===== src/verilog/ex_cfg.svh =====
`ifndef EX_CFG_SVH
`define EX_CFG_SVH

// datapath widths.
`define EX_DATA_W 32
`define EX_UOP_W 3

// register block address map, sized to EX_CSR_AW.
`define EX_CSR_AW 4
`define EX_CSR_CTRL 4'h0
`define EX_CSR_RETIRED 4'h4

`endif

===== src/verilog/ex_pkg.sv =====
`default_nettype none

`include "ex_cfg.svh"

package ex_pkg;

    typedef logic [`EX_DATA_W-1:0] data_t;
    typedef logic [`EX_DATA_W/2-1:0] half_t;
    typedef logic [2*`EX_DATA_W-1:0] prod_t;
    typedef logic [`EX_UOP_W-1:0] uop_t;
    typedef logic [4:0] reg_idx;
    typedef logic [31:0] cnt_t;

    // operation codes.
    localparam uop_t uop_add = 3'd0;
    localparam uop_t uop_sub = 3'd1;
    localparam uop_t uop_and = 3'd2;
    localparam uop_t uop_or = 3'd3;
    localparam uop_t uop_xor = 3'd4;
    localparam uop_t uop_sltu = 3'd5;
    localparam uop_t uop_mul = 3'd6;
    localparam uop_t uop_mulhu = 3'd7;

    typedef enum logic {
        wr_idle,
        wr_resp
    } csr_wstate_e;

    function automatic logic is_mul_uop(input uop_t uop);
        return (uop == uop_mul) || (uop == uop_mulhu);
    endfunction

endpackage

`default_nettype wire


===== src/verilog/ex2_stage.sv =====
`timescale 1ns/100ps
`default_nettype none

module ex2_stage import ex_pkg::*; (
    input  logic       pipe_valid,
    input  logic       out_ready,
    input  uop_t       uop0,
    input  uop_t       uop1,
    input  reg_idx     rd0,
    input  reg_idx     rd1,
    input  data_t      alu_res0,
    input  data_t      alu_res1,
    input  logic       alu_valid0,
    input  logic       alu_valid1,
    input  logic       lane1_act,
    input  data_t      mul_hh0,
    input  data_t      mul_hl0,
    input  data_t      mul_lh0,
    input  data_t      mul_ll0,
    input  data_t      mul_hh1,
    input  data_t      mul_hl1,
    input  data_t      mul_lh1,
    input  data_t      mul_ll1,
    output data_t      res0,
    output data_t      res1,
    output reg_idx     res_rd0,
    output reg_idx     res_rd1,
    output logic       res_valid0,
    output logic       res_valid1,
    output logic [1:0] retire_cnt
);

    prod_t prod0;
    prod_t prod1;

    // hh and ll do not overlap, so they concatenate; the cross terms sit one half up.
    function automatic prod_t mul_combine(input data_t hh, input data_t hl,
                                          input data_t lh, input data_t ll);
        return {hh, ll} + (prod_t'(hl) << $bits(half_t)) + (prod_t'(lh) << $bits(half_t));
    endfunction

    function automatic data_t lane_sel(input uop_t uop, input data_t alu, input prod_t prod);
        data_t r;
        case (uop)
            uop_mul:   r = data_t'(prod);
            uop_mulhu: r = data_t'(prod >> $bits(data_t));
            default:   r = alu;
        endcase
        return r;
    endfunction

    assign prod0 = mul_combine(mul_hh0, mul_hl0, mul_lh0, mul_ll0);
    assign prod1 = mul_combine(mul_hh1, mul_hl1, mul_lh1, mul_ll1);

    assign res0    = lane_sel(uop0, alu_res0, prod0);
    assign res1    = lane_sel(uop1, alu_res1, prod1);
    assign res_rd0 = rd0;
    assign res_rd1 = rd1;

    // lane 0 is always active.
    assign res_valid0 = pipe_valid & (alu_valid0 | is_mul_uop(uop0));
    assign res_valid1 = pipe_valid & (alu_valid1 | (is_mul_uop(uop1) & lane1_act));

    assign retire_cnt = (pipe_valid && out_ready) ? 2'(res_valid0) + 2'(res_valid1) : 2'd0;

endmodule

`default_nettype wire


===== config.mk =====
export PLATFORM = sky130hd
export DESIGN_NAME = ex2_stage
export DESIGN_NICKNAME = d
export VERILOG_FILES = /design/src/verilog/ex_pkg.sv /design/src/verilog/ex2_stage.sv
export VERILOG_INCLUDE_DIRS = /design/src /design/src/verilog
export SDC_FILE = /design/constraint.sdc
export NUM_CORES = 1
export LEC_CHECK = 0
export ABC_AREA = 1
export BUFFER_PORTS_ARGS = -buffer_cell sky130_fd_sc_hd__buf_2
export CORE_MARGIN = 2
export CORE_UTILIZATION = 30
export DETAILED_ROUTE_END_ITERATION = 10
export PLACE_DENSITY = 0.62
export SLEW_MARGIN = 20
export SYNTH_ARGS = -nofsm -noshare
export SYNTH_HDL_FRONTEND = slang
export SYNTH_SLANG_ARGS = --single-unit

===== constraint.sdc =====
create_clock -name vclk -period 3.25
set_input_delay 0.325 -clock vclk [all_inputs]
set_output_delay 0.325 -clock vclk [all_outputs]
set_load 0.1 [all_outputs]

# Word level (Yosys, flattened, before mapping)
# Index checks and enable logic that the tools add are counted.
# W data, S select, Z words.
# word_totals
ff_bits,0
latch_bits,0
ram_bits,0
mem_bits_ro,0
input_bits,341
output_inout_bits,78
word_cells,20
memories,0
# classes
addsub,5
n_mul,0
n_div,0
n_lt_le_gt_ge,0
eq_ne,4
shifts,0
muxes,3
n_bitwise,5
reduce_logical,3
# ops
operator,n
$add A64 B48 Y64,4
$pmux W32 S2,2
$eq A3 B3 Y1 const B,4
$and A1 B1 Y1,3
$add A1 B1 Y2,1
$logic_or A1 B1 Y1,2
$mux W2,1
$or A1 B1 Y1,2
$logic_and A1 B1 Y1,1

# Logic depth before layout (Yosys ltp)
# depth
depth_word,7
ltp_mapped,15
depth_no_buf,15

# Worst setup path before layout
# Ideal clock, no wire load.
# synth_timing
kind,in2out
startpoint,input mul_hl1[6]
endpoint,output res1[12]
t_arrival_ns,3.283
required_ns,2.925
slack_ns,-0.358
cell_stages,13
path_buffers,0
path_cell_list,fa_1 -> ha_1 -> nand2_1 -> inv_1 -> nand2_1 -> nand2_1 -> nand2_1 -> nand3_1 -> nand2_1 -> nand3_1 -> nand2_1 -> nand2_1 -> o21bai_1
# synth_between
elab_chain_len,3
# synth_lines
item,line_no,rtl
from (decl),ex2_stage.sv:21,"input data_t mul_hl1,"
$add A64 B48 Y64 (2 in a row),ex2_stage.sv:39,"return {hh, ll} + (prod_t'(hl) << $bits(half_t)) + (prod_t'(lh) << $bits(half_t));"
$pmux W32 S2,ex2_stage.sv:44,case (uop)
to (decl),ex2_stage.sv:25,"output data_t res1,"
# Every way passes these cells.

# Final worst setup path
# layout_timing
startpoint,input mul_hl1[4]
endpoint,output res1[30]
# Same word-level chain as after synthesis.

==> out/qor.csv <==
metric,value,unit
area post-placement,13400,µm²
Die Y,183,µm
postcts setup bufs,0,
Synth cell types,36,
RSZ-0062 raised after global routing,true,
Avg Synthesized Cell Area,5.18,µm²
ANT nets after route,0,
vias per inst,4.74,
Max-cap violations,0,
Ports,419,
critical path endpoint,res1[30],
fmax,311,MHz
Mapped Area,9620,µm²
Synth Area in Compound Gates,8.06,%
XOR/XNOR Fraction of Synth Area,0.273,%
Post-Syn Instances,1858,
DRC Markers,0,
synth top area cells,"nand2_1 (29%), inv_1 (14%), fa_1 (14%)",
multiplexer share of the synthesized area,0,%
status,"finished, final reports clean",
final cell count without fillers,2679,
CP Max Fanout,6,
final instance area,13800,µm²
first-pass GRT wire length,64500,µm
Pre-Repair DR Iteration Count,6,
Routed wire per std cell,15.9,µm
GP Congestion,0.988,
overall power,4.46,mW
via count of the first global-routing pass,12400,
HPWL after DPL,38600,µm
critical path type,in2out,
DR vias,12700,
worst relative slew slack,37.9,%
input/output buffers,399,
Site Rows,65,
# fillers,3458,
clock buffer count,0,
number of synthesis warnings,0,
Reg area,0,µm²
Final setup viols,0,
share of cells above drive strength 1,28.9,%
Synth top area share,29.3,%
Total GRT Usage,24.5,%
fin crit period,3210,ps
layout sequential cell count,0,
Adder-Cell Fraction of Synth Area,22.2,%
pwr/cell area,323,nW/µm²
dpl cells,2677,
Hold WS,650,ps
max-slew violations,0,
Crit path required time,2920,ps
simple logic cell fraction of the synthesized area,53.4,%
Slew @ Worst Pin,929,ps
WL final,42600,µm
Tcrit/Tclk final,98.9,%
initial core utilization,30.5,%
"Arr. time, crit path",2890,ps
Peak VDD IR,0.185,mV
die area,33500,µm²
combinational family with the most area after synthesis,simple AND/OR/NAND/NOR gates,
total congestion overflow,0,
Hold Crit Class,in2out,
die width,183,µm
sequential area share after synthesis,0,%
pin count of the biggest net entering global routing,33,
core box area,31600,µm²
Initial DRC Count,663,
Final Hold Viols,0,
Synth area leader,nand2_1,
"Net Count, Synth",2330,
Final nets,2749,
Static Leak,7.85,nW
area added between synthesis and finish,43.8,%
initial antenna violation count,1,
Critical Path Source,mul_hl1[4],
Crit. End Element,primary output,
Critical Path Source Type,input pin,
Util after Layout,43.9,%
placed cells by master, fill, tap and decap left out, types with 3 or more instances in the layout:
cell      instances
a21oi_1          62
a21oi_2          11
a22o_1           14
buf_12           64
buf_2           335
buf_4            46
fa_1             63
fa_2              3
ha_1             27
ha_2             19
ha_4             19
inv_1           355
inv_2            13
nand2_1         732
nand2_2          47
nand3_1         138
nand3_2          34
nand3b_1          8
nand4_1          19
nor2_1          122
nor2_2           43
nor2_4           10
nor3_1            5
nor3_2            4
nor4_1            4
o21ai_0          32
o21ai_1           4
o21bai_2          3
or2_1            13
or2_2             4
xnor2_1           3
how the worst min path moves through the flow:
stage	from	end	slack, ps	cells after the start
after CTS	rd0[2]	res_rd0[2]	650	0
final	rd1[1]	res_rd1[1]	650	0
after floorplan	rd0[0]	res_rd0[0]	860	1
after global routing	rd1[3]	res_rd1[3]	650	0
after global placement	rd0[2]	res_rd0[2]	650	0
after detailed placement	rd0[2]	res_rd0[2]	650	0
synth_stat cells (3+ instances only):
| master | instances |
|---|---|
| a21boi_0 | 3 |
| a21oi_1 | 73 |
| a22o_1 | 14 |
| buf_2 | 10 |
| buf_4 | 10 |
| clkbuf_1 | 7 |
| fa_1 | 66 |
| ha_1 | 65 |
| inv_1 | 355 |
| inv_2 | 13 |
| nand2_1 | 752 |
| nand2_2 | 28 |
| nand3_1 | 162 |
| nand3_2 | 12 |
| nand3b_1 | 8 |
| nand4_1 | 19 |
| nor2_1 | 129 |
| nor2_2 | 38 |
| nor2_4 | 8 |
| nor3_1 | 5 |
| nor3_2 | 4 |
| nor4_1 | 4 |
| o21ai_0 | 35 |
| o21bai_1 | 5 |
| or2_1 | 13 |
| or2_2 | 4 |
| xnor2_1 | 3 |
power breakdown:
| group | switching [mW] | internal [mW] |
|---|---|---|
| registers | 0 | 0 |
| clock network | 0 | 0.0000000824 |
| logic | 2.87 | 1.59 |
per-layer routing:
metal	track usage [%]	vias up	routed length [µm]
met5	0	-	0
met1	27.1	5723	16600
li1	-	6504	-
met2	49.3	406	22600
met3	1.41	62	1880
met4	7.55	0	1470
area by class of cell:
cell class                      count  area, µm²  area share, %
Multi-Input combinational cell   1461       8640           62.4
Inverter                          369       1390           10.0
Antenna cell                        2       5.00         0.0362
Tap cell                          402        503           3.64
Timing Repair Buffer              445       3300           23.9
per-stage QoR:
step	setup WS, ps	setup TNS, ps
after floorplan	-242	-242
after global placement	-84.6	-119
after detailed placement	-47.8	-215
after CTS	0.128	0
after global routing	-9.49	-9.66
final	35.5	0
critical path: stages:
cell,delay (ps)
buf_2,110
fa_1,550
ha_2,320
nand2_2,110
inv_1,40
nand2_1,90
nand3_2,200
nand2_1,130
nand2_2,110
o21ai_0,350
nand2_1,90
inv_1,140
nand2_1,120
buf_12,180
timing repair:
action	CTS	global route
cloned	0	0
hold buffers	0	0
resized for setup	9	88
endpoints found under the setup margin	9	47
hold endpoints to repair	0	0
pin swaps	0	9
kinds of logic after synthesis:
kind of cell / count (synthesis)
adders and majority gates: 131
and+or+nand+nor: 1190
buffers and inverters: 397
xor gates and xnor gates: 3
AOI/OAI and AO/OA: 137
(Power assumes the default switching activity.)
