===== config.mk =====
export PLATFORM = sky130hd
export DESIGN_NAME = ex_csr
export DESIGN_NICKNAME = d
export VERILOG_FILES = /design/src/verilog/ex_pkg.sv /design/src/verilog/ex_csr.sv
export VERILOG_INCLUDE_DIRS = /design/src /design/src/verilog
export SDC_FILE = /design/constraint.sdc
export NUM_CORES = 1
export LEC_CHECK = 0
export BUFFER_PORTS_ARGS = -buffer_cell sky130_fd_sc_hd__buf_2
export CORE_UTILIZATION = 55
export DETAILED_ROUTE_END_ITERATION = 10
export PLACE_DENSITY = 0.85
export REMOVE_ABC_BUFFERS = 1
export SYNTH_ARGS = -nofsm -noshare
export SYNTH_HDL_FRONTEND = slang
export SYNTH_SLANG_ARGS = --single-unit

===== constraint.sdc =====
create_clock -name clk -period 7.65 [get_ports clk]
set_clock_uncertainty 0.2 [all_clocks]
set_input_delay 1.53 -clock clk [delete_from_list [all_inputs] [get_ports clk]]
set_output_delay 1.53 -clock clk [all_outputs]
set_load 0.01 [all_outputs]

===== src/verilog/ex_cfg.svh =====
`ifndef EX_CFG_SVH
`define EX_CFG_SVH

// datapath widths.
`define EX_DATA_W 32
`define EX_UOP_W 3

// register block address map, sized to EX_CSR_AW.
`define EX_CSR_AW 4
`define EX_CSR_CTRL 4'h0
`define EX_CSR_RETIRED 4'h4

`endif

===== src/verilog/ex_pkg.sv =====
`default_nettype none

`include "ex_cfg.svh"

package ex_pkg;

    typedef logic [`EX_DATA_W-1:0] data_t;
    typedef logic [`EX_DATA_W/2-1:0] half_t;
    typedef logic [2*`EX_DATA_W-1:0] prod_t;
    typedef logic [`EX_UOP_W-1:0] uop_t;
    typedef logic [4:0] reg_idx;
    typedef logic [31:0] cnt_t;

    // operation codes.
    localparam uop_t uop_add = 3'd0;
    localparam uop_t uop_sub = 3'd1;
    localparam uop_t uop_and = 3'd2;
    localparam uop_t uop_or = 3'd3;
    localparam uop_t uop_xor = 3'd4;
    localparam uop_t uop_sltu = 3'd5;
    localparam uop_t uop_mul = 3'd6;
    localparam uop_t uop_mulhu = 3'd7;

    typedef enum logic {
        wr_idle,
        wr_resp
    } csr_wstate_e;

    function automatic logic is_mul_uop(input uop_t uop);
        return (uop == uop_mul) || (uop == uop_mulhu);
    endfunction

endpackage

`default_nettype wire


===== src/verilog/ex_csr.sv =====
`timescale 1ns/100ps
`default_nettype none

`include "ex_cfg.svh"

module ex_csr import ex_pkg::*; (
    input  logic                   clk,
    input  logic                   arst_n,
    input  logic                   s_axi_awvalid,
    output logic                   s_axi_awready,
    input  logic [`EX_CSR_AW-1:0]  s_axi_awaddr,
    input  logic                   s_axi_wvalid,
    output logic                   s_axi_wready,
    input  data_t                  s_axi_wdata,
    input  logic [`EX_DATA_W/8-1:0] s_axi_wstrb,
    output logic                   s_axi_bvalid,
    input  logic                   s_axi_bready,
    output logic [1:0]             s_axi_bresp,
    input  logic                   s_axi_arvalid,
    output logic                   s_axi_arready,
    input  logic [`EX_CSR_AW-1:0]  s_axi_araddr,
    output logic                   s_axi_rvalid,
    input  logic                   s_axi_rready,
    output data_t                  s_axi_rdata,
    output logic [1:0]             s_axi_rresp,
    input  logic [1:0]             retire_cnt,
    output logic                   lane1_en
);

    csr_wstate_e wstate;
    cnt_t        retired;
    logic        wr_fire;
    logic        rd_fire;

    // ==============================
    // write channel
    // ==============================

    // address and data are taken in the same cycle.
    assign wr_fire       = (wstate == wr_idle) && s_axi_awvalid && s_axi_wvalid;
    assign s_axi_awready = wr_fire;
    assign s_axi_wready  = wr_fire;
    assign s_axi_bvalid  = (wstate == wr_resp);
    assign s_axi_bresp   = 2'b00;

    always_ff @(posedge clk or negedge arst_n) begin
        if (!arst_n) begin
            wstate <= wr_idle;
        end else begin
            case (wstate)
                wr_idle: if (wr_fire) wstate <= wr_resp;
                wr_resp: if (s_axi_bready) wstate <= wr_idle;
            endcase
        end
    end

    // ==============================
    // registers
    // ==============================

    always_ff @(posedge clk or negedge arst_n) begin
        if (!arst_n) begin
            lane1_en <= 1'b1;
            retired  <= '0;
        end else begin
            if (wr_fire && s_axi_awaddr == `EX_CSR_CTRL && s_axi_wstrb[0]) begin
                lane1_en <= s_axi_wdata[0];
            end
            // a clear wins over a retirement in the same cycle.
            if (wr_fire && s_axi_awaddr == `EX_CSR_RETIRED) begin
                retired <= '0;
            end else begin
                retired <= retired + cnt_t'(retire_cnt);
            end
        end
    end

    // ==============================
    // read channel
    // ==============================

    assign s_axi_arready = ~s_axi_rvalid;
    assign rd_fire       = s_axi_arvalid && s_axi_arready;
    assign s_axi_rresp   = 2'b00;

    always_ff @(posedge clk or negedge arst_n) begin
        if (!arst_n) begin
            s_axi_rvalid <= 1'b0;
        end else if (rd_fire) begin
            s_axi_rvalid <= 1'b1;
        end else if (s_axi_rready) begin
            s_axi_rvalid <= 1'b0;
        end
    end

    // read data is sampled at the address handshake.
    always_ff @(posedge clk) begin
        if (rd_fire) begin
            case (s_axi_araddr)
                `EX_CSR_CTRL:    s_axi_rdata <= data_t'(lane1_en);
                `EX_CSR_RETIRED: s_axi_rdata <= retired;
                default:         s_axi_rdata <= '0;
            endcase
        end
    end

endmodule

`default_nettype wire


# Word level (Yosys, flattened, before mapping)
# Cells that the tools add are included.
[word_totals]
regBits = 67
input_bits = 53
output_inout_bits = 42
elab_cells = 26
[classes]
add_sub_neg = 1
n_eq_ne = 2
n_mux = 7
bitwise_logic = 2
n_reduce_logical = 9
[op_table]
columns = ["operator", "n"]
rows = [
  ["case mux 32 bit (2 select lines)", 1],
  ["adder 32 x 2 -> 32 bit", 1],
  ["2-to-1 mux 32 bit", 1],
  ["== test 4 x 3 -> 1 bit (second input constant)", 2],
  ["logical NOT 4 bit", 2],
  ["logical AND 1 bit", 6],
  ["2-to-1 mux 1 bit", 4],
  ["inverter 1 bit", 2],
  ["case mux 1 bit (2 select lines)", 1],
  ["nonzero test 2 bit", 1],
]

# Logic depth before layout (Yosys ltp)
[logic_depth]
ltp_word = 5
mapped_depth = 7
mapped_depth_nobuf = 6

# Worst setup path before layout
# OpenSTA, ideal clock, no wires.
[synth_timing]
path_kind = "input to output"
startpoint = "input s_axi_wvalid"
endpoint = "output s_axi_wready"
arrival_time_ns = 1.939
t_required_ns = 5.920
path_slack_ns = 3.981
cell_stages = 2
n_path_buf = 1
path_cell_list = "and3b_1 buf_4"
[synth_via]
elab_chain_cells = 1
[synth_rtl]
columns = ["element", "line_no", "source"]
rows = [
  ["start: declaration", "ex_csr.sv:12", "input logic s_axi_wvalid,"],
  ["logical AND 1 bit", "ex_csr.sv:40", "assign wr_fire = (wstate == wr_idle) && s_axi_awvalid && s_axi_wvalid;"],
  ["end: declaration", "ex_csr.sv:13", "output logic s_axi_wready,"],
]
# Every way passes these cells.

# Final worst setup path
[layout_timing]
startpoint = "input s_axi_wvalid"
endpoint = "output s_axi_awready"
[layout_via]
elab_chain_cells = 1
[layout_rtl]
columns = ["element", "line_no", "source"]
rows = [
  ["logical AND 1 bit", "ex_csr.sv:40", ""],
  ["end: declaration", "ex_csr.sv:10", "output logic s_axi_awready,"],
]
# Every way passes these cells.

==> results.cfg <==
[floorplan]
core_sq_um = 5473
die_w_um = 77.23
die_h_um = 77.23
num_rows = 27
dieArea_sq_um = 5964
start_util = 0.5688
ioPinCount = 95

[power_and_ir_drop]
p_leak_nw = 1.482
power_density_nw_per_um2 = 227.5
ir_drop_mv = 0.1537

[grt]
antenna_found_initial = 0
grt_usage = 0.2089
overflow = 0
grt_pass1_wl_um = 9473
grt_max_degree = 36
grt_pass1_vias = 2080

[setup_path]
arrival_ps = 1990
startpoint = s_axi_wvalid
path_max_fanout = 5
worst-setup-path-type = in -> out
endpoint_kind = primary output
required_ps = 5920
crit_path_start_kind = input port
crit_chain = buf_2 -> and3b_1 -> buf_2
slowest_delay_ps = 230
r2r_start = retired[0]
reg2reg_slack_ps = 5080
crit_slowest_cell = and3b_1
crit_top_cell = buf_2

[yosys]
yosys_warnings = 0
synth.ff_latch_count = 67
synth_top_cells_by_count = dfrtp_1, and2_1, edfxtp_1, a21oi_1, nor2_1
yosys-top-cells-area = edfxtp_1, dfrtp_1, and2_1, a21oi_1, or4_1
synth_top_flop_cell = dfrtp_1
synthArstFlopShare = 0.5224
yosysTopAreaCellShare = 0.3087
syn_area_sq_um = 3113
synth.distinct_cells = 40
seq_area_frac_synth = 0.5904
synth_most_common_cell = dfrtp_1
synthCells = 273
avgSynthCellArea_sq_um = 11.40
synth_edf_count = 32
synth_area_leader_cell = edfxtp_1

[worst_hold_path]
hp-start = s_axi_bvalid
hold_class = reg -> reg

[place]
port_buffers = 56
place_inst = 389
hpwl_um = 3700
place_congestion = 0.8207

[timing]
clock.fmax_ghz = 0.2687
fin_crit_sh = 0.4864
max_slew.worst_pin.slew_ps = 770.7
rsz0062_at_grt = no
drv_slew = 0
final.setup.tns_ps = 0
fin_crit_ps = 3721
hold_viol_final = 0
setup_viol = 0
slew_headroom = 0.4862

[routing]
vias = 2268
drt-pass1-iter-count = 5
routed_via_density = 5.600
drt_iter0_drc = 200
drcViolationCount = 0
wl_um = 5643
ant_nets = 0
wire_per_inst_um = 13.93

[cells_and_area]
instances_no_fill = 405
final_util = 0.6580
fillers = 424
drive_gt1_frac = 0.2402
antennaDiodeCount = 0
fin_nets = 384
areaGrowthSynthToFinish_pct = 15.68

[run_status]
status = finished clean

[clock_network]
cts_buffers = 9
cts_setup_buffers = 0
cts_tree = built
htreeDepth = 3
cts_hold_buf = 0
cts_resized = 0
insertion_delay_ps = 340
cts.reportedPaths.clkPinSlew_ps = 70
cts-root-buf = clkbuf_8
cts.sinks = 67
clk_path_buf_depth = 2

[flow_run]
maxCapViolations = 0
-- worst paths after layout --
kind / depth (start not counted) / endpoint
worst max-delay path: 3 / s_axi_awready
min in group asynchronous: 1 / retired[21]
worst min-delay path: 1 / s_axi_bvalid
max in group asynchronous: 1 / s_axi_rvalid
worst min register to register: 1 / s_axi_bvalid
worst max register to register: 6 / retired[30]
-- layout make-up --
type / count / area [sq um] / area share
Clock buffer: 12 / 145.1 / 0.04031
Timing Repair Buffer: 59 / 302.8 / 0.08409
Tap cell: 72 / 90.09 / 0.02502
Sequential cell: 67 / 1838 / 0.5104
Inverter: 9 / 33.78 / 0.009382
Multi-Input combinational cell: 182 / 1172 / 0.3256
Clock inverter: 4 / 18.77 / 0.005212
-- routing by layer --
metal | vias up | wire [um] | track usage
met1 | 1071 | 2394 | 0.2580
li1 | 1093 | - | -
met5 | - | 0 | 0
met4 | 0 | 125 | 0.1019
met2 | 92 | 2772 | 0.3381
met3 | 12 | 350 | 0.05714
-- metrics by stage --
stage / hold WS [ps] / setup slack, ps / power [mW] / cell area [sq um]
global route: 370.6 / 3894 / 0.8585 / 3601
CTS: 320.3 / 3927 / 0.8243 / 3601
detailed placement: 296.9 / 3877 / 0.5789 / 3437
finish: 315.7 / 3929 / 0.8192 / 3601
floorplan: 323.5 / 3908 / 0.5340 / 3035
global placement: 279.7 / 3908 / 0.5707 / 3437
-- logic make-up after synthesis --
kind of cell,count (synthesis),synth area share
compound gates,37,0.07074
xor+xnor,11,0.03095
fa+ha+maj,3,0.01447
buf+inv,27,0.03939
flops,67,0.5904
mux,4,0.01407
other cells,1,0.001205
simple gates,123,0.2388
-- worst max-delay path: cells and delay by family --
| family | cells | cell delay (ps) |
|---|---|---|
| buffers and inverters | 2 | 230 |
| AND/OR/NAND/NOR | 1 | 230 |
-- registers in the layout (all words and copies together), names as in the netlist --
register and count:
s_axi_rdata 32, s_axi_bvalid 1, lane1_en 1, s_axi_rvalid 1, retired 32
-- where the power goes --
group          switching (mW)  total [mW]  leakage, nW  internal (mW)
clock                   0.123       0.246       0.0876          0.124
combinational          0.0688       0.121        0.617         0.0519
sequential             0.0347       0.452        0.778          0.417
total                   0.226       0.819         1.48          0.593
-- cell usage in the layout (no fill, tap or decap), types with 2 or more instances in the layout --
cell,instances
nor2b_1,5
nor3_1,3
edfxtp_1,32
or4b_1,2
o41ai_1,2
and3_1,3
conb_1,4
o31ai_1,9
nand4_1,6
inv_1,9
ha_1,2
or3_1,8
nand3_1,7
mux2_2,3
and4_1,2
clkinv_2,3
nand2_1,12
o21ai_0,6
dfrtp_1,34
nor2_1,14
buf_4,3
clkbuf_8,10
or4_1,12
xnor2_1,10
buf_2,56
clkbuf_1,2
nor4_1,8
a21oi_1,18
and2_1,33
(Power assumes the default switching activity.)
