==> config.mk <==
export PLATFORM = sky130hd
export DESIGN_NAME = ex1_ex2_reg
export DESIGN_NICKNAME = d
export VERILOG_FILES = /design/src/verilog/ex_pkg.sv /design/src/verilog/ex1_ex2_reg.sv
export VERILOG_INCLUDE_DIRS = /design/src /design/src/verilog
export SDC_FILE = /design/constraint.sdc
export NUM_CORES = 1
export LEC_CHECK = 0
export ABC_AREA = 1
export BUFFER_PORTS_ARGS = -buffer_cell sky130_fd_sc_hd__buf_2
export CORE_AREA = 2 2 263 265
export CTS_CLUSTER_DIAMETER = 80
export DETAILED_ROUTE_END_ITERATION = 12
export DIE_AREA = 0 0 265 267
export PLACE_DENSITY_LB_ADDON = 0.25
export SKIP_LAST_GASP = 1
export SYNTH_ARGS = -nofsm -noshare
export SYNTH_HDL_FRONTEND = slang
export SYNTH_SLANG_ARGS = --single-unit
==> constraint.sdc <==
create_clock -name clk -period 7.73 [get_ports clk]
set_input_delay 1.9325 -clock clk [delete_from_list [all_inputs] [get_ports clk]]
set_output_delay 1.9325 -clock clk [all_outputs]
set_load 0.05 [all_outputs]
==> src/verilog/ex_cfg.svh <==
`ifndef EX_CFG_SVH
`define EX_CFG_SVH

// datapath widths.
`define EX_DATA_W 32
`define EX_UOP_W 3

// register block address map, sized to EX_CSR_AW.
`define EX_CSR_AW 4
`define EX_CSR_CTRL 4'h0
`define EX_CSR_RETIRED 4'h4

`endif
==> src/verilog/ex_pkg.sv <==
`default_nettype none

`include "ex_cfg.svh"

package ex_pkg;

    typedef logic [`EX_DATA_W-1:0] data_t;
    typedef logic [`EX_DATA_W/2-1:0] half_t;
    typedef logic [2*`EX_DATA_W-1:0] prod_t;
    typedef logic [`EX_UOP_W-1:0] uop_t;
    typedef logic [4:0] reg_idx;
    typedef logic [31:0] cnt_t;

    // operation codes.
    localparam uop_t uop_add = 3'd0;
    localparam uop_t uop_sub = 3'd1;
    localparam uop_t uop_and = 3'd2;
    localparam uop_t uop_or = 3'd3;
    localparam uop_t uop_xor = 3'd4;
    localparam uop_t uop_sltu = 3'd5;
    localparam uop_t uop_mul = 3'd6;
    localparam uop_t uop_mulhu = 3'd7;

    typedef enum logic {
        wr_idle,
        wr_resp
    } csr_wstate_e;

    function automatic logic is_mul_uop(input uop_t uop);
        return (uop == uop_mul) || (uop == uop_mulhu);
    endfunction

endpackage

`default_nettype wire

==> src/verilog/ex1_ex2_reg.sv <==
`timescale 1ns/100ps
`default_nettype none

module ex1_ex2_reg import ex_pkg::*; (
    input  logic   clk,
    input  logic   arst_n,
    input  logic   flush,
    input  logic   forward_stall,
    input  logic   in_valid,
    input  logic   out_ready,
    output logic   in_ready,
    output logic   out_valid,
    input  uop_t   uop0,
    input  uop_t   uop1,
    input  reg_idx rd0,
    input  reg_idx rd1,
    input  data_t  alu_res0,
    input  data_t  alu_res1,
    input  logic   alu_valid0,
    input  logic   alu_valid1,
    input  logic   lane1_act,
    input  data_t  mul_hh0,
    input  data_t  mul_hl0,
    input  data_t  mul_lh0,
    input  data_t  mul_ll0,
    input  data_t  mul_hh1,
    input  data_t  mul_hl1,
    input  data_t  mul_lh1,
    input  data_t  mul_ll1,
    output uop_t   uop0_r,
    output uop_t   uop1_r,
    output reg_idx rd0_r,
    output reg_idx rd1_r,
    output data_t  alu_res0_r,
    output data_t  alu_res1_r,
    output logic   alu_valid0_r,
    output logic   alu_valid1_r,
    output logic   lane1_act_r,
    output data_t  mul_hh0_r,
    output data_t  mul_hl0_r,
    output data_t  mul_lh0_r,
    output data_t  mul_ll0_r,
    output data_t  mul_hh1_r,
    output data_t  mul_hl1_r,
    output data_t  mul_lh1_r,
    output data_t  mul_ll1_r
);

    logic xfer;

    // accept when empty or draining, unless a forwarding stall holds the issue.
    assign in_ready = ~forward_stall & (~out_valid | out_ready);
    assign xfer     = in_valid & in_ready;

    // ==============================
    // valid bits
    // ==============================

    always_ff @(posedge clk or negedge arst_n) begin
        if (!arst_n) begin
            out_valid    <= 1'b0;
            alu_valid0_r <= 1'b0;
            alu_valid1_r <= 1'b0;
            lane1_act_r  <= 1'b0;
        end else if (xfer && !flush) begin
            out_valid    <= 1'b1;
            alu_valid0_r <= alu_valid0;
            alu_valid1_r <= alu_valid1;
            lane1_act_r  <= lane1_act;
        end else if (flush || out_ready) begin
            // flush, or a drain with nothing behind it loads a bubble.
            out_valid    <= 1'b0;
            alu_valid0_r <= 1'b0;
            alu_valid1_r <= 1'b0;
            lane1_act_r  <= 1'b0;
        end
    end

    // ==============================
    // payload
    // ==============================

    always_ff @(posedge clk) begin
        if (xfer) begin
            uop0_r     <= uop0;
            uop1_r     <= uop1;
            rd0_r      <= rd0;
            rd1_r      <= rd1;
            alu_res0_r <= alu_res0;
            alu_res1_r <= alu_res1;
            mul_hh0_r  <= mul_hh0;
            mul_hl0_r  <= mul_hl0;
            mul_lh0_r  <= mul_lh0;
            mul_ll0_r  <= mul_ll0;
            mul_hh1_r  <= mul_hh1;
            mul_hl1_r  <= mul_hl1;
            mul_lh1_r  <= mul_lh1;
            mul_ll1_r  <= mul_ll1;
        end
    end

endmodule

`default_nettype wire

---- Word level (Yosys, flattened, before mapping) ----
Cells that the tools add are included.
cells by class
  reductions and logical operators ........ 4
  mux-type cells .......................... 5
  bitwise gates (word level) .............. 5
operators with widths
  operator            number
  2-to-1 mux 1 bit    5
  AND 1 bit           2
  inverter 1 bit      2
  nonzero test 2 bit  1
  logical AND 1 bit   1
  logical NOT 1 bit   1
  logical OR 1 bit    1
  OR 1 bit            1
word-level totals
  output and inout bits ................... 341
  input bits .............................. 345
  register bits ........................... 340

---- Longest topological paths before layout ----
Gate-level depths: netlist of the first run.
  depth after elaboration ................. 6
  depth in mapped cells ................... 6
  gate-level depth less buffers ........... 6

---- Worst setup path after synthesis of the first run ----
OpenSTA, ideal clock, no wires.
  path type ............................... input to register
  from .................................... input forward_stall
  to ...................................... register alu_res0_r[0], enable pin
  stages .................................. 2
  library setup time ...................... 0.684 ns
  path buffers ............................ 0
  data required time ...................... 7.046 ns
  slack ................................... -1.601 ns
  arrival time ............................ 8.647 ns
  cell sequence ........................... nand3b_2 > inv_1
between the ends
  word-level cells in the longest chain between the ends .. 3
RTL lines
  what                  line               RTL
  from (decl)           ex1_ex2_reg.sv:8   input logic forward_stall,
  inverter 1 bit        ex1_ex2_reg.sv:52  assign in_ready = ~forward_stall & (~out_valid | out_ready);
  AND 1 bit             ex1_ex2_reg.sv:52
  AND 1 bit             ex1_ex2_reg.sv:53  assign xfer = in_valid & in_ready;
  net xfer              ex1_ex2_reg.sv:49  logic xfer;
  to (signal assigned)  ex1_ex2_reg.sv:89  alu_res0_r <= alu_res0;
  to (decl)             ex1_ex2_reg.sv:34  output data_t alu_res0_r,
The timed path passes the listed nets, and every way through them passes these cells.
A chain may end at the register's enable or synchronous reset.

---- Final worst setup path of the first run ----
  from .................................... input out_ready
  to ...................................... output in_ready
between the ends
  word-level cells in the longest chain between the ends .. 2
RTL lines
  what         line               RTL
  from (decl)  ex1_ex2_reg.sv:10  input logic out_ready,
  OR 1 bit     ex1_ex2_reg.sv:52
  AND 1 bit    ex1_ex2_reg.sv:52
  to (decl)    ex1_ex2_reg.sv:11  output logic in_ready,
No other way between the ends.

==> impl_metrics.ini, run 1 <==
[route]
wl_met3_um = 3390
vias = 6526
wl_met1_um = 13100
final_antenna_net_count = 0
wl_um = 35000
drc = 0
routed_via_density = 3.25
first_pass_iters = 4
route.met2.wl_um = 17200
drt_iter0_drc = 370
routed.top_layer = met5
post_drt_wl_per_cell_um = 17.4

[worst_setup_path]
start_kind = primary input
cp.required_ns = 5.80
critPathSlowestCell = buf_2
path_max_fanout = 4
crit_type = in -> out
critPathMaxStageDelay_ns = 0.29
end_kind = output pin
path_cells = buf_2 > inv_2 > a21oi_4 > buf_2
crit_arrival_ns = 2.53
path_common_cell = buf_2

[yosys]
ys_seq_area_share_pct = 99.0
synth_cell_type_count = 11
syn_area_mm2 = 0.0103
synth_cells = 359
synth_nets = 704
synth-seq-cells = 340
ys_warn_count = 0
synth_area_per_cell_um2 = 28.7

[clock_tree]
cts_resized = 0
post-cts-setup-buffers = 0
cts-htree-levels = 2
numCtsBuffers = 42
clock_sinks = 340
insertion_delay_ns = 0.55
cts-root-buf = clkbuf_16
clockBufferDepth = 3
cts_tree = done
clkTransAtPathRegs_ns = 0.05
hold_buffers = 0

[grt]
antenna_found_initial = 21
grt-ovfl-total = 0
grt_pass1_vias = 6901
grt_max_degree = 142
grt_usage_pct = 9.22
grt_pass1_wl_um = 47100

[floorplanning]
coreArea_mm2 = 0.0680
start_util_pct = 15.1
fp.dieH_um = 267
die_x_um = 265
die_area_mm2 = 0.0708
io_pins = 686
rows = 96

[placed_design]
portBuffers = 685
dpl_cell_area_mm2 = 0.0149
dpl.hpwl_um = 27200
dpl.cell_count = 1929
routabilityCongestion = 0.777

[timing]
hold_viol_final = 0
period_minus_slack_ns = 4.46
setup_viol = 0
worstMarginPinSlew_ns = 0.925
holdWs_ns = 0.534
fin_crit_sh_pct = 57.7
slew_headroom_pct = 38.4
fin_tns_setup_ns = 0
fmax_mhz = 224
rsz0062_at_grt = false
slew_viol_final = 0
fin_worst_skew_ns = 0.0182

[outcome]
outcome = finished clean

[job]
max_cap_viol_count = 0

[cells_and_area]
syn2layout_area_growth_pct = 57.4
drive_gt1_share_pct = 66.9
nNetsFinal = 1436
layoutNonFillerInstCount = 2008
fin_area_mm2 = 0.0162

[power_and_ir_drop]
ir_drop_uv = 154
leakagePower_uw = 0.00662
power_density_mw_per_mm2 = 279

[min_path]
hold_path.class = reg -> reg
[critical path: cells and delay by family]
family	cells	cell delay (ns)
buf+inv	3	0.44
compound gates	1	0.15
[cells in the mapped netlist]
library cell | number | area share, %
nand3_1 | 3 | 0.15
nand2_1 | 5 | 0.18
dfrtp_1 | 4 | 0.97
a21oi_4 | 1 | 0.16
inv_2 | 2 | 0.073
nand2_2 | 1 | 0.061
nand4_1 | 3 | 0.18
inv_1 | 2 | 0.073
edfxtp_1 | 336 | 98
nand3b_2 | 1 | 0.11
nor2_1 | 1 | 0.036
[state kept, by name (all words and copies together) (netlist names)]
name / cells
alu_res0_r: 32
alu_res1_r: 32
alu_valid0_r: 1
alu_valid1_r: 1
lane1_act_r: 1
mul_hh0_r: 32
mul_hh1_r: 32
mul_hl0_r: 32
mul_hl1_r: 32
mul_lh0_r: 32
mul_lh1_r: 32
mul_ll0_r: 32
mul_ll1_r: 32
out_valid: 1
rd0_r: 5
rd1_r: 5
uop0_r: 3
uop1_r: 3
[routing by layer]
| layer | vias to the layer above | track usage (%) |
|---|---|---|
| li1 | 2935 | - |
| met1 | 3146 | 10.4 |
| met2 | 340 | 15.0 |
| met4 | 24 | 4.28 |
| met3 | 81 | 4.04 |
| met5 | - | 0 |
[power by group]
| part | switching [uW] | internal, uW |
|---|---|---|
| combinational | 369 | 112 |
| sequential | 18.9 | 2130 |
| clock | 758 | 1130 |
[final timing paths]
kind / from / to / slack, ns / cells after the start
max in group asynchronous: arst_n / alu_valid0_r$_DFFE_PN0P_ / 6.43 / 1
worst min-delay path: alu_valid0_r$_DFFE_PN0P_ / alu_valid0_r$_DFFE_PN0P_ / 0.53 / 2
worst min register to register: alu_valid0_r$_DFFE_PN0P_ / alu_valid0_r$_DFFE_PN0P_ / 0.53 / 2
worst max-delay path: out_ready / in_ready / 3.27 / 4
min in group asynchronous: arst_n / out_valid$_DFFE_PN0P_ / 1.18 / 1
worst max register to register: out_valid$_DFFE_PN0P_ / mul_hl0_r[7]$_DFFE_PP_ / 4.97 / 5
[layout by cell type, fill, tap and decap left out]
| master | netlist | routed |
|---|---|---|
| buf_2 | 0 | 685 |
| edfxtp_1 | 336 | 336 |
| clkbuf_16 | 0 | 43 |
| clkbuf_1 | 0 | 12 |
| clkinv_1 | 0 | 6 |
| diode_2 | 0 | 5 |
| nand2_1 | 5 | 5 |
| dfrtp_1 | 4 | 4 |
| clkinv_2 | 0 | 4 |
| nand4_1 | 3 | 3 |
| nand3_1 | 3 | 3 |
| bufinv_16 | 0 | 3 |
| inv_2 | 2 | 2 |
| clkinvlp_4 | 0 | 2 |
| inv_6 | 0 | 2 |
| buf_12 | 0 | 2 |
| a21oi_4 | 1 | 1 |
| nand2_2 | 1 | 1 |
| nand3b_2 | 1 | 1 |
| inv_1 | 2 | 1 |
| nor2_1 | 1 | 1 |
| clkbuf_8 | 0 | 1 |
| clkinv_4 | 0 | 1 |
| inv_8 | 0 | 1 |
| buf_4 | 0 | 1 |
[stage by stage]
step	worst slack (ns)	total power (uW)	utilization, %
CTS	3.28	4610	23.8
detailed placement	3.28	2670	21.9
floorplan	0.102	2500	-
finish	3.27	4510	23.8
global route	3.25	4690	23.8
global placement	3.28	2670	21.9
[kinds of logic after synthesis]
kind of cell | share of synthesized area (%)
AOI/OAI and AO/OA | 0.158
buffers and inverters | 0.146
DFF | 99.0
and+or+nand+nor | 0.717
[layout make-up]
class | count | area (um2)
fillers | 7190 | 51800
flip-flops and latches | 340 | 10200
repair buffers | 688 | 3480
clock buffers | 56 | 1130
well taps | 882 | 1100
clock inverters | 18 | 178
multi-input cells | 15 | 90.1
inverters | 4 | 18.8
diodes | 5 | 12.5
Note: power is estimated with default switching activity, not from simulation.
==> run 2, diff against run 1 <==
==> constraint.sdc (replaced) <==
create_clock -name clk -period 3.85 [get_ports clk]
set_input_delay 0.9625 -clock clk [delete_from_list [all_inputs] [get_ports clk]]
set_output_delay 0.9625 -clock clk [all_outputs]
set_load 0.05 [all_outputs]
==> run 2 against run 1 <==
Against the previous run:
- sequential power increased by 100%
- non-clock buffer count grew 5
- sequential share of layout area grew 0.078 points
- largest cell class unchanged
- largest power group unchanged
==> impl_metrics.ini, run 2 (synthesis results as in run 1) <==
[route]
first_pass_iters = 4
drc = 0
vias = 6476
wl_um = 33900
drt_iter0_drc = 424
routed_via_density = 3.23
final_antenna_net_count = 0
post_drt_wl_per_cell_um = 16.9

[cells_and_area]
final-seq-area_mm2 = 0.0102
multiInputGateArea_um2 = 104
syn2layout_area_growth_pct = 57.2
n_fill_cell = 7167
final_cell_mix = buf_2 (685), edfxtp_1 (336), clkbuf_16 (41), clkinv_1 (8), clkbuf_1 (8)
nNetsFinal = 1438
final_common_cell = buf_2
drive_gt1_share_pct = 67.0

[floorplanning]
die_x_um = 265
io_pins = 686
coreArea_mm2 = 0.0680
die_area_mm2 = 0.0708
start_util_pct = 15.1
fp.dieH_um = 267
rows = 96

[clock_tree]
cts_tree = done
insertion_delay_ns = 0.54
clockBufferDepth = 3
cts-root-buf = clkbuf_16
post-cts-setup-buffers = 0
clock_sinks = 340
hold_buffers = 0
cts_resized = 0
cts-htree-levels = 2
numCtsBuffers = 39
clkTransAtPathRegs_ns = 0.06

[worst_setup_path]
end_kind = output pin
critPathSlowestCell = buf_2
path_max_fanout = 4
worst-path-buf-inv = 3
crit_arrival_ns = 1.64
start_kind = primary input
crit_type = in -> out
cp_top_family = buffers and inverters
path_common_cell = buf_2
cp.required_ns = 2.89
path_cells = buf_2 > inv_16 > a21oi_4 > buf_2
critPathMaxStageDelay_ns = 0.28

[grt]
grt_pass1_vias = 6908
grt-ovfl-total = 0
grt_max_degree = 83
grt_usage_pct = 8.91
antenna_found_initial = 10
grt_pass1_wl_um = 46100

[placed_design]
dpl.hpwl_um = 26900
pre_cts_slack_ns = 1.21
routabilityCongestion = 0.808
portBuffers = 685

[timing]
slew_viol_final = 0
fin_tns_setup_ns = 0
fin_worst_skew_ns = 0.00659
setup_ws_ns = 1.25
hold_viol_final = 0
slew_headroom_pct = 67.7
fmax_mhz = 385
setup_viol = 0
rsz0062_at_grt = false
period_minus_slack_ns = 2.60
fin_crit_sh_pct = 67.5
worstMarginPinSlew_ns = 0.484

[power_and_ir_drop]
power_density_mw_per_mm2 = 543
ir_drop_uv = 310
leakagePower_uw = 0.00662

[min_path]
hold_path.class = in -> async

[outcome]
outcome = finished clean

[job]
max_cap_viol_count = 0
-- run 2: power breakdown --
| group | internal, uW | switching (uW) | leakage, uW | total (uW) |
|---|---|---|---|---|
| logic | 234 | 744 | 0.00284 | 979 |
| clock network | 2060 | 1450 | 0.000587 | 3510 |
| registers | 4260 | 39.8 | 0.00320 | 4300 |
-- run 2: path summary, 6_finish.rpt --
path                                     startpoint                        to  slack (ns)  depth (start not counted)
hold reg to reg            alu_valid1_r$_DFFE_PN0P_  alu_valid1_r$_DFFE_PN0P_        0.53                          2
hold / removal                               arst_n     out_valid$_DFFE_PN0P_        0.23                          1
min in group clk           alu_valid1_r$_DFFE_PN0P_  alu_valid1_r$_DFFE_PN0P_        0.53                          2
setup reg to reg              out_valid$_DFFE_PN0P_   alu_res1_r[6]$_DFFE_PP_        1.92                          5
max in group asynchronous                    arst_n  alu_valid1_r$_DFFE_PN0P_        3.49                          1
setup / recovery                          out_ready                  in_ready        1.25                          4
-- run 2: cell type report --
class / instances / area share [%]
inverter: 4 / 0.216
antenna: 4 / 0.0619
timing repair buffer: 693 / 21.9
clock inverter: 18 / 0.827
tap: 882 / 6.82
clock buffer: 49 / 6.53
multi-input combinational: 15 / 0.642
sequential: 340 / 63.0
-- run 2: routing by layer --
layer  GRT usage, %  wire (um)  vias to the layer above
li1               -          -                     2934
met1           10.1      12800                     3130
met2           15.1      17200                      349
met3           3.29       3040                       57
met4           3.70        937                        6
met5              0         32                        -
-- run 2: through the flow --
| stage | utilization, % | hold WS (ns) | std cells | area (um2) | power [uW] |
|---|---|---|---|---|---|
| after floorplan | - | 0.667 | 359 | 10300 | 5010 |
| final | 23.8 | 0.227 | 2005 | 16200 | 8790 |
| after detailed placement | 22.0 | 0.512 | 1934 | 15000 | 5370 |
| after global placement | 22.0 | 0.501 | 1934 | 15000 | 5370 |
| after CTS | 23.8 | 0.180 | 2001 | 16200 | 8960 |
| after global routing | 23.8 | 0.190 | 2004 | 16200 | 9130 |
